--- src/logic/mp_pkg.sv ---
package mp_pkg;

  localparam int DATA_W   = 16;
  localparam int NUM_VBNK = 4;
  localparam int NUM_PBNK = NUM_VBNK + 1;  // Four data banks plus the spare
  localparam int NUM_ROW  = 16;
  localparam int ADDR_W   = 6;
  localparam int VBNK_W   = $clog2(NUM_VBNK);
  localparam int ROW_W    = ADDR_W - VBNK_W;
  localparam int PBNK_W   = 3;
  localparam int QDEPTH   = 4;             // Also the initial credit count

  typedef logic [DATA_W-1:0] data_t;
  typedef logic [ROW_W-1:0]  row_t;
  typedef logic [VBNK_W-1:0] vbnk_t;
  typedef logic [PBNK_W-1:0] pbnk_t;

  // Low address bits pick the virtual bank, high bits the row
  typedef struct packed {
    logic [ADDR_W-1:0] addr;
  } rd_req_t;

  typedef struct packed {
    logic [ADDR_W-1:0] addr;
    data_t             data;
  } wr_req_t;

  typedef struct packed {
    logic  en;
    logic  we;
    row_t  row;
    data_t data;
  } bank_cmd_t;

  typedef struct packed {
    logic  vld;
    data_t data;
  } rd_rsp_t;

endpackage

--- src/logic/bank_array.sv ---
`timescale 1ns/1ps

module bank_array (
  input  logic                                     clk,
  input  mp_pkg::bank_cmd_t [mp_pkg::NUM_PBNK-1:0] bank_cmd,
  output mp_pkg::data_t     [mp_pkg::NUM_PBNK-1:0] bank_rdata
);

  // One single-port array per physical bank
  for (genvar b = 0; b < mp_pkg::NUM_PBNK; b++) begin : g_bank
    mp_pkg::data_t mem [mp_pkg::NUM_ROW];

    always_ff @(posedge clk) begin
      if (bank_cmd[b].en) begin
        if (bank_cmd[b].we) begin
          mem[bank_cmd[b].row] <= bank_cmd[b].data;
        end else begin
          bank_rdata[b] <= mem[bank_cmd[b].row];  // Held until next read
        end
      end
    end
  end

endmodule

--- src/logic/bank_map.sv ---
`timescale 1ns/1ps

module bank_map (
  input  logic                clk,
  input  logic                rst_n,
  input  mp_pkg::row_t  [1:0] rd_row,
  input  mp_pkg::vbnk_t [1:0] rd_vbnk,
  output mp_pkg::pbnk_t [1:0] rd_pbnk,
  input  mp_pkg::row_t        wr_row,
  input  mp_pkg::vbnk_t       wr_vbnk,
  output mp_pkg::pbnk_t       wr_pbnk,
  output mp_pkg::pbnk_t       wr_free,
  input  logic                remap_we
);

  // Physical home of every virtual bank, per row
  mp_pkg::pbnk_t [mp_pkg::NUM_VBNK-1:0] home [mp_pkg::NUM_ROW];
  mp_pkg::pbnk_t                        free_bnk [mp_pkg::NUM_ROW];

  always_ff @(posedge clk) begin
    if (!rst_n) begin
      for (int r = 0; r < mp_pkg::NUM_ROW; r++) begin
        for (int v = 0; v < mp_pkg::NUM_VBNK; v++) begin
          home[r][v] <= mp_pkg::pbnk_t'(v);  // Identity map
        end
        free_bnk[r] <= mp_pkg::pbnk_t'(mp_pkg::NUM_PBNK - 1);
      end
    end else if (remap_we) begin
      // Swap home and free bank for the redirected word
      home[wr_row][wr_vbnk] <= free_bnk[wr_row];
      free_bnk[wr_row]      <= home[wr_row][wr_vbnk];
    end
  end

  always_comb begin
    for (int p = 0; p < 2; p++) begin
      rd_pbnk[p] = home[rd_row[p]][rd_vbnk[p]];
    end
  end

  assign wr_pbnk = home[wr_row][wr_vbnk];
  assign wr_free = free_bnk[wr_row];  // Never a home within this row

endmodule

--- src/logic/mp_2r1w_top.sv ---
`timescale 1ns/1ps

module mp_2r1w_top (
  input  logic                     clk,
  input  logic                     rst_n,
  input  logic              [1:0]  rd_push,
  input  mp_pkg::rd_req_t   [1:0]  rd_req,
  output logic              [1:0]  rd_credit,
  input  logic                     wr_push,
  input  mp_pkg::wr_req_t          wr_req,
  output logic                     wr_credit,
  output mp_pkg::rd_rsp_t   [1:0]  rd_rsp
);

  mp_pkg::rd_req_t   [1:0]                  rd_head;
  logic              [1:0]                  rd_nonempty;
  mp_pkg::wr_req_t                          wr_head;
  logic                                     wr_nonempty;
  mp_pkg::row_t      [1:0]                  rd_row;
  mp_pkg::vbnk_t     [1:0]                  rd_vbnk;
  mp_pkg::pbnk_t     [1:0]                  rd_pbnk;
  mp_pkg::row_t                             wr_row;
  mp_pkg::vbnk_t                            wr_vbnk;
  mp_pkg::pbnk_t                            wr_pbnk;
  mp_pkg::pbnk_t                            wr_free;
  logic                                     remap_we;
  mp_pkg::bank_cmd_t [mp_pkg::NUM_PBNK-1:0] bank_cmd;
  mp_pkg::data_t     [mp_pkg::NUM_PBNK-1:0] bank_rdata;

  // Pops double as credit returns
  for (genvar p = 0; p < 2; p++) begin : g_rd_q
    req_queue #(
      .payload_t (mp_pkg::rd_req_t),
      .DEPTH     (mp_pkg::QDEPTH)
    ) i_rd_queue (
      .clk      (clk),
      .rst_n    (rst_n),
      .push     (rd_push[p]),
      .din      (rd_req[p]),
      .pop      (rd_credit[p]),
      .head     (rd_head[p]),
      .nonempty (rd_nonempty[p])
    );
  end

  req_queue #(
    .payload_t (mp_pkg::wr_req_t),
    .DEPTH     (mp_pkg::QDEPTH)
  ) i_wr_queue (
    .clk      (clk),
    .rst_n    (rst_n),
    .push     (wr_push),
    .din      (wr_req),
    .pop      (wr_credit),
    .head     (wr_head),
    .nonempty (wr_nonempty)
  );

  bank_map i_bank_map (
    .clk      (clk),
    .rst_n    (rst_n),
    .rd_row   (rd_row),
    .rd_vbnk  (rd_vbnk),
    .rd_pbnk  (rd_pbnk),
    .wr_row   (wr_row),
    .wr_vbnk  (wr_vbnk),
    .wr_pbnk  (wr_pbnk),
    .wr_free  (wr_free),
    .remap_we (remap_we)
  );

  port_sched i_port_sched (
    .clk         (clk),
    .rst_n       (rst_n),
    .rd_head     (rd_head),
    .rd_nonempty (rd_nonempty),
    .rd_pop      (rd_credit),
    .wr_head     (wr_head),
    .wr_nonempty (wr_nonempty),
    .wr_pop      (wr_credit),
    .rd_row      (rd_row),
    .rd_vbnk     (rd_vbnk),
    .rd_pbnk     (rd_pbnk),
    .wr_row      (wr_row),
    .wr_vbnk     (wr_vbnk),
    .wr_pbnk     (wr_pbnk),
    .wr_free     (wr_free),
    .remap_we    (remap_we),
    .bank_cmd    (bank_cmd),
    .bank_rdata  (bank_rdata),
    .rd_rsp      (rd_rsp)
  );

  bank_array i_bank_array (
    .clk        (clk),
    .bank_cmd   (bank_cmd),
    .bank_rdata (bank_rdata)
  );

endmodule

--- src/logic/port_sched.sv ---
`timescale 1ns/1ps

module port_sched (
  input  logic                                         clk,
  input  logic                                         rst_n,
  input  mp_pkg::rd_req_t   [1:0]                      rd_head,
  input  logic              [1:0]                      rd_nonempty,
  output logic              [1:0]                      rd_pop,
  input  mp_pkg::wr_req_t                              wr_head,
  input  logic                                         wr_nonempty,
  output logic                                         wr_pop,
  output mp_pkg::row_t      [1:0]                      rd_row,
  output mp_pkg::vbnk_t     [1:0]                      rd_vbnk,
  input  mp_pkg::pbnk_t     [1:0]                      rd_pbnk,
  output mp_pkg::row_t                                 wr_row,
  output mp_pkg::vbnk_t                                wr_vbnk,
  input  mp_pkg::pbnk_t                                wr_pbnk,
  input  mp_pkg::pbnk_t                                wr_free,
  output logic                                         remap_we,
  output mp_pkg::bank_cmd_t [mp_pkg::NUM_PBNK-1:0]     bank_cmd,
  input  mp_pkg::data_t     [mp_pkg::NUM_PBNK-1:0]     bank_rdata,
  output mp_pkg::rd_rsp_t   [1:0]                      rd_rsp
);

  logic                rd1_clash;
  logic                wr_cur_busy;
  logic                wr_free_busy;
  mp_pkg::pbnk_t       wr_bnk;
  logic [1:0]          rsp_vld_q;
  mp_pkg::pbnk_t [1:0] rsp_bnk_q;

  always_comb begin
    for (int p = 0; p < 2; p++) begin
      rd_row[p]  = rd_head[p].addr[mp_pkg::ADDR_W-1:mp_pkg::VBNK_W];
      rd_vbnk[p] = rd_head[p].addr[mp_pkg::VBNK_W-1:0];
    end
  end

  assign wr_row  = wr_head.addr[mp_pkg::ADDR_W-1:mp_pkg::VBNK_W];
  assign wr_vbnk = wr_head.addr[mp_pkg::VBNK_W-1:0];

  // Port 0 always wins, port 1 only on a different bank
  assign rd1_clash  = rd_nonempty[0] && (rd_pbnk[1] == rd_pbnk[0]);
  assign rd_pop[0]  = rd_nonempty[0];
  assign rd_pop[1]  = rd_nonempty[1] && !rd1_clash;

  assign wr_cur_busy  = (rd_pop[0] && (rd_pbnk[0] == wr_pbnk)) ||
                        (rd_pop[1] && (rd_pbnk[1] == wr_pbnk));
  assign wr_free_busy = (rd_pop[0] && (rd_pbnk[0] == wr_free)) ||
                        (rd_pop[1] && (rd_pbnk[1] == wr_free));

  // Write stalls only when home and spare are both taken
  assign wr_pop   = wr_nonempty && !(wr_cur_busy && wr_free_busy);
  assign remap_we = wr_pop && wr_cur_busy;
  assign wr_bnk   = wr_cur_busy ? wr_free : wr_pbnk;

  always_comb begin
    for (int b = 0; b < mp_pkg::NUM_PBNK; b++) begin
      bank_cmd[b]      = '0;
      bank_cmd[b].data = wr_head.data;
      if (wr_pop && (wr_bnk == mp_pkg::pbnk_t'(b))) begin
        bank_cmd[b].en  = 1'b1;
        bank_cmd[b].we  = 1'b1;
        bank_cmd[b].row = wr_row;
      end else if (rd_pop[0] && (rd_pbnk[0] == mp_pkg::pbnk_t'(b))) begin
        bank_cmd[b].en  = 1'b1;
        bank_cmd[b].row = rd_row[0];
      end else if (rd_pop[1] && (rd_pbnk[1] == mp_pkg::pbnk_t'(b))) begin
        bank_cmd[b].en  = 1'b1;
        bank_cmd[b].row = rd_row[1];
      end
    end
  end

  always_ff @(posedge clk) begin
    if (!rst_n) begin
      rsp_vld_q <= '0;
    end else begin
      rsp_vld_q <= rd_pop;
    end
  end

  always_ff @(posedge clk) begin
    rsp_bnk_q <= rd_pbnk;  // Serving bank, used one cycle later
  end

  always_comb begin
    for (int p = 0; p < 2; p++) begin
      rd_rsp[p].vld  = rsp_vld_q[p];
      rd_rsp[p].data = bank_rdata[rsp_bnk_q[p]];
    end
  end

endmodule

--- src/logic/req_queue.sv ---
`timescale 1ns/1ps

module req_queue #(
  parameter type payload_t = logic,
  parameter int  DEPTH     = mp_pkg::QDEPTH
) (
  input  logic     clk,
  input  logic     rst_n,
  input  logic     push,
  input  payload_t din,
  input  logic     pop,
  output payload_t head,
  output logic     nonempty
);

  payload_t                   mem [DEPTH];
  logic [$clog2(DEPTH)-1:0]   wr_ptr;
  logic [$clog2(DEPTH)-1:0]   rd_ptr;
  logic [$clog2(DEPTH+1)-1:0] count;
  logic                       do_push;
  logic                       do_pop;

  assign do_push = push && (count != DEPTH);  // Overflow push dropped
  assign do_pop  = pop && (count != 0);

  always_ff @(posedge clk) begin
    if (!rst_n) begin
      wr_ptr <= '0;
      rd_ptr <= '0;
      count  <= '0;
    end else begin
      if (do_push) begin
        wr_ptr <= (wr_ptr == DEPTH - 1) ? '0 : wr_ptr + 1'b1;
      end
      if (do_pop) begin
        rd_ptr <= (rd_ptr == DEPTH - 1) ? '0 : rd_ptr + 1'b1;
      end
      case ({do_push, do_pop})
        2'b10:   count <= count + 1'b1;
        2'b01:   count <= count - 1'b1;
        default: count <= count;
      endcase
    end
  end

  always_ff @(posedge clk) begin
    if (do_push) begin
      mem[wr_ptr] <= din;
    end
  end

  assign head     = mem[rd_ptr];
  assign nonempty = (count != 0);

endmodule

--- config.mk ---
export PLATFORM = sky130hd
export DESIGN_NAME = mp_2r1w_top
export DESIGN_NICKNAME = d
export VERILOG_FILES = /design/src/logic/mp_pkg.sv /design/src/logic/bank_array.sv /design/src/logic/bank_map.sv /design/src/logic/mp_2r1w_top.sv /design/src/logic/port_sched.sv /design/src/logic/req_queue.sv
export SDC_FILE = /design/constraint.sdc
export NUM_CORES = 2
export LEC_CHECK = 0
export ABC_AREA = 1
export BUFFER_PORTS_ARGS = -buffer_cell sky130_fd_sc_hd__buf_2
export CELL_PAD_IN_SITES_DETAIL_PLACEMENT = 0
export CELL_PAD_IN_SITES_GLOBAL_PLACEMENT = 1
export CORE_ASPECT_RATIO = 1.25
export CORE_MARGIN = 2
export CORE_UTILIZATION = 45
export DETAILED_ROUTE_END_ITERATION = 16
export PLACE_DENSITY_LB_ADDON = 0.1
export SLEW_MARGIN = 0
export SYNTH_ARGS = -nofsm -noshare
export SYNTH_HDL_FRONTEND = slang
export SYNTH_SLANG_ARGS = --single-unit
--- constraint.sdc ---
create_clock -name clk -period 4.79 [get_ports clk]
set_input_delay 0.958 -clock clk [delete_from_list [all_inputs] [get_ports clk]]
set_output_delay 0.958 -clock clk [all_outputs]
set_load 0.02 [all_outputs]
==> key figures <==
Detailed routing
  – Total Wirelength: 283100 um
  – DRT Pass-1 Iters: 6
  – Initial drt markers: 6263
  – Drt wl/cell: 24.03 um
  – ANT nets after route: 0
  – Drt drc: 0
  – Vias per cell: 5.463
  – Vias post-DR: 64374

Run
  – Max-Cap Viols: 0

Worst setup path
  – WS Path Type: reg2out
  – CP Data Arrival Time: 3.92 ns
  – Critical path endpoint category: output port
  – Worst setup SP type: flop
  – Critical Path Fanout Max: 7
  – R2R setup slack: -0.03 ns
  – Worst Path Required: 3.83 ns

Global route
  – Gr usage total: 29.74%
  – Grt total ovfl: 0
  – Pin count of the biggest net entering global routing: 81
  – Vias in the first global route: 62366
  – Global-route wire length before repair: 412500 um
  – Initial antenna violation count: 11

Layout
  – Fin area: 99540 um^2
  – Sequential cell area: 52850 um^2
  – Multi-input logic area: 26410 um^2
  – Post-layout util: 54.70%
  – Area delta synth->final: 20.71%
  – Fillers: 16186
  – Share of cells above drive strength 1: 15.28%
  – NumNets Final: 9296

Placement
  – Number of port buffers: 75
  – Hpwl dp: 185800 um
  – GP Congestion: 0.9649
  – Placed Area: 91640 um^2

STA
  – Hold Slack: 0.3212 ns
  – Setup_tns: -0.3768 ns
  – Slack of the critical path: -0.09012 ns
  – Clock Skews: 0.04960 ns
  – Fin crit share: 101.9%
  – RSZ-0062 raised after global routing: yes
  – Setup violators final: 26
  – Worst relative slew slack: 20.30%
  – Worst Tran Pin Value: 1.194 ns
  – F_max: 0.2049 GHz
  – Final min period: 4.880 ns
  – Fin. max-slew vios: 0
  – Hold Vio Cnt, Final: 0

Die
  – Die area: 186700 um^2
  – Starting Density: 45.32%
  – I/O pin cnt: 76
  – Total core area: 182000 um^2
  – Site Rows: 175
  – DIE WIDTH: 386.9 um
  – Die Y: 482.6 um

Synth
  – Synth unique cells: 50
  – Post-synthesis cell area: 82460 um^2
  – Ys async rst share: 0%
  – Compound-Gate Fraction of Synth Area: 2.517%
  – Synth area leaders: edfxtp_1, nand2_1, nand3_1, nor2_1, inv_1
  – Mean post-synth cell area: 9.474 um^2
  – Seq/Total Area, Yosys: 64.07%
  – Mapped Cells: 8704
  – Synth Area in Adders: 0.3459%
  – Synth Register Bits: 1771
  – Synth Warn #: 0
  – Main synth FF type: edfxtp_1
  – Simple-Gate Fraction of Synth Area: 27.79%
  – Post-Synthesis Net Count: 8764
  – XOR/XNOR share of the synthesized area: 0.05311%
  – Area fraction of the dominant cell type after synthesis: 63.22%
  – Largest area contributor in the netlist: edfxtp_1
  – Largest family of logic cells by synthesized area: simple AND/OR/NAND/NOR gates
  – Mux share of post-synthesis cell area: 0%
  – EDFF count, synth: 1736

Clock tree
  – Cts hold-fix bufs: 0
  – CTS Root Cell: clkbuf_16
  – Clk Latency, worst-skew pair: 0.86 ns
  – CTS tree: yes
  – CTS Sinks: 1771
  – Clock slew at reported path FFs: 0.06 ns
  – CTS Buf Count: 183
  – Clk buf depth: 3
  – H-tree depth: 4

Run status
  – Failing checks: setup timing
  – Status: finished, violations left

Hold path
  – HP Class: in2reg
-- worst max-delay path, stage by stage (launching register included) --
cell and delay (ns):
dfxtp_4 0.37, buf_4 0.16, or2_2 0.28, o211ai_1 0.08
and2_4 0.18, buf_12 0.15, inv_2 0.06, buf_12 0.14
buf_4 0.16, nand3_1 0.12, nand3_1 0.12, nand3_2 0.13
nand2_4 0.08, buf_4 0.14, nand2_1 0.06, nand2_1 0.06
nor2_2 0.15, nand3_4 0.11, nand2_4 0.11, nand2_4 0.05
nand2_4 0.06, buf_6 0.14, inv_8 0.05, buf_6 0.12
-- metrics by stage --
| stage | setup WS (ns) | instances |
|---|---|---|
| global placement | -0.7269 | 11372 |
| detailed placement | -0.6737 | 11372 |
| CTS | -0.1176 | 11741 |
| floorplan | 0.2340 | 8704 |
| finish | -0.09012 | 11784 |
| global route | -0.2320 | 11780 |
-- cell families (layout without fill, tap and decap cells) --
logic type      after synthesis  count (layout)
buf+inv                     986            1671
other cells                   0               5
xor+xnor                      5               5
simple gates               5562            5563
fa+ha+maj                    21              21
flops                      1771            1771
compound gates              359             359
-- final timing paths --
| check | from | end | depth (start not counted) |
|---|---|---|---|
| worst min-delay path | rd_req[1] | g_rd_q[0].i_rd_queue.mem[0][1] | 1 |
| worst min register to register | g_rd_q[1].i_rd_queue.count[0] | g_rd_q[1].i_rd_queue.count[0] | 1 |
| worst max-delay path | flop | wr_credit | 23 |
| worst max register to register | flop | i_bank_array.g_bank[3].mem[9][2] | 31 |
-- per-layer routing --
metal | vias up | track usage (%) | wire length, um
li1 | 30103 | - | -
met1 | 31304 | 37.79 | 113300
met3 | 615 | 3.742 | 16210
met5 | - | 0 | 14
met2 | 2348 | 51.03 | 139400
met4 | 4 | 13.47 | 14200
-- what timing repair did --
item / in CTS / in global routing
endpoints found under the hold margin: 0 / 0
buffers inserted: 24 / 30
pin swaps: 37 / 39
resized for setup: 138 / 138
cloned: 9 / 12
setup endpoints to repair: 1724 / 1593
-- sequential cells by signal, indices dropped and copies added (netlist names), named ones only --
| register | flops |
|---|---|
| i_wr_queue.rd_ptr | 2 |
| i_wr_queue.mem | 88 |
| i_bank_map.home | 192 |
| i_bank_map.free_bnk | 48 |
| i_port_sched.rsp_vld_q | 2 |
| g_rd_q.i_rd_queue.mem | 48 |
| g_rd_q.i_rd_queue.count | 6 |
| i_wr_queue.count | 3 |
| i_port_sched.rsp_bnk_q | 6 |
| i_bank_array.g_bank.mem | 1280 |
| g_rd_q.i_rd_queue.rd_ptr | 4 |
| g_rd_q.i_rd_queue.wr_ptr | 4 |
| i_wr_queue.wr_ptr | 2 |
| i_bank_array.bank_rdata | 80 |
-- Yosys cell counts, types with 17 or more instances --
master and number:
nand3_1 1320, buf_2 183, nand2_1 3667, inv_1 426, buf_4 52, ha_1 18, a22oi_1 24, dfxtp_1 35
buf_1 44, nor2_1 474, inv_2 52, o21ai_1 65, clkbuf_1 199, a21oi_1 56, buf_6 24, o22ai_1 27
nand2_2 20, edfxtp_1 1736, nor2_2 17, o21ai_0 151
-- cell usage in the layout, fill, tap and decap left out, types with 18 or more instances in the layout --
cell	count
clkinv_2	32
clkinv_1	37
clkbuf_16	196
buf_4	505
dfxtp_1	29
a22oi_1	20
buf_2	73
ha_1	18
buf_12	205
o21ai_1	65
nor2_4	38
a21oi_1	56
nand3_1	1288
clkbuf_1	41
nand3_2	26
buf_6	29
o21ai_0	144
inv_1	409
nand2_2	53
nor2_1	435
edfxtp_1	1736
nor2_2	33
nand2_1	3615
inv_2	53
-- layout make-up --
class / instances / share of cell area [%]
Sequential cell: 1771 / 53.09
Tap cell: 2389 / 3.003
Clock inverter: 111 / 1.153
Timing Repair Buffer: 848 / 9.489
Multi-Input combinational cell: 5948 / 26.53
Antenna cell: 5 / 0.01257
Clock buffer: 228 / 4.822
Inverter: 484 / 1.898
Power is left out: the tool's default activity adds up to more than one toggle a clock period on the data nets, which glitch-free logic cannot reach.
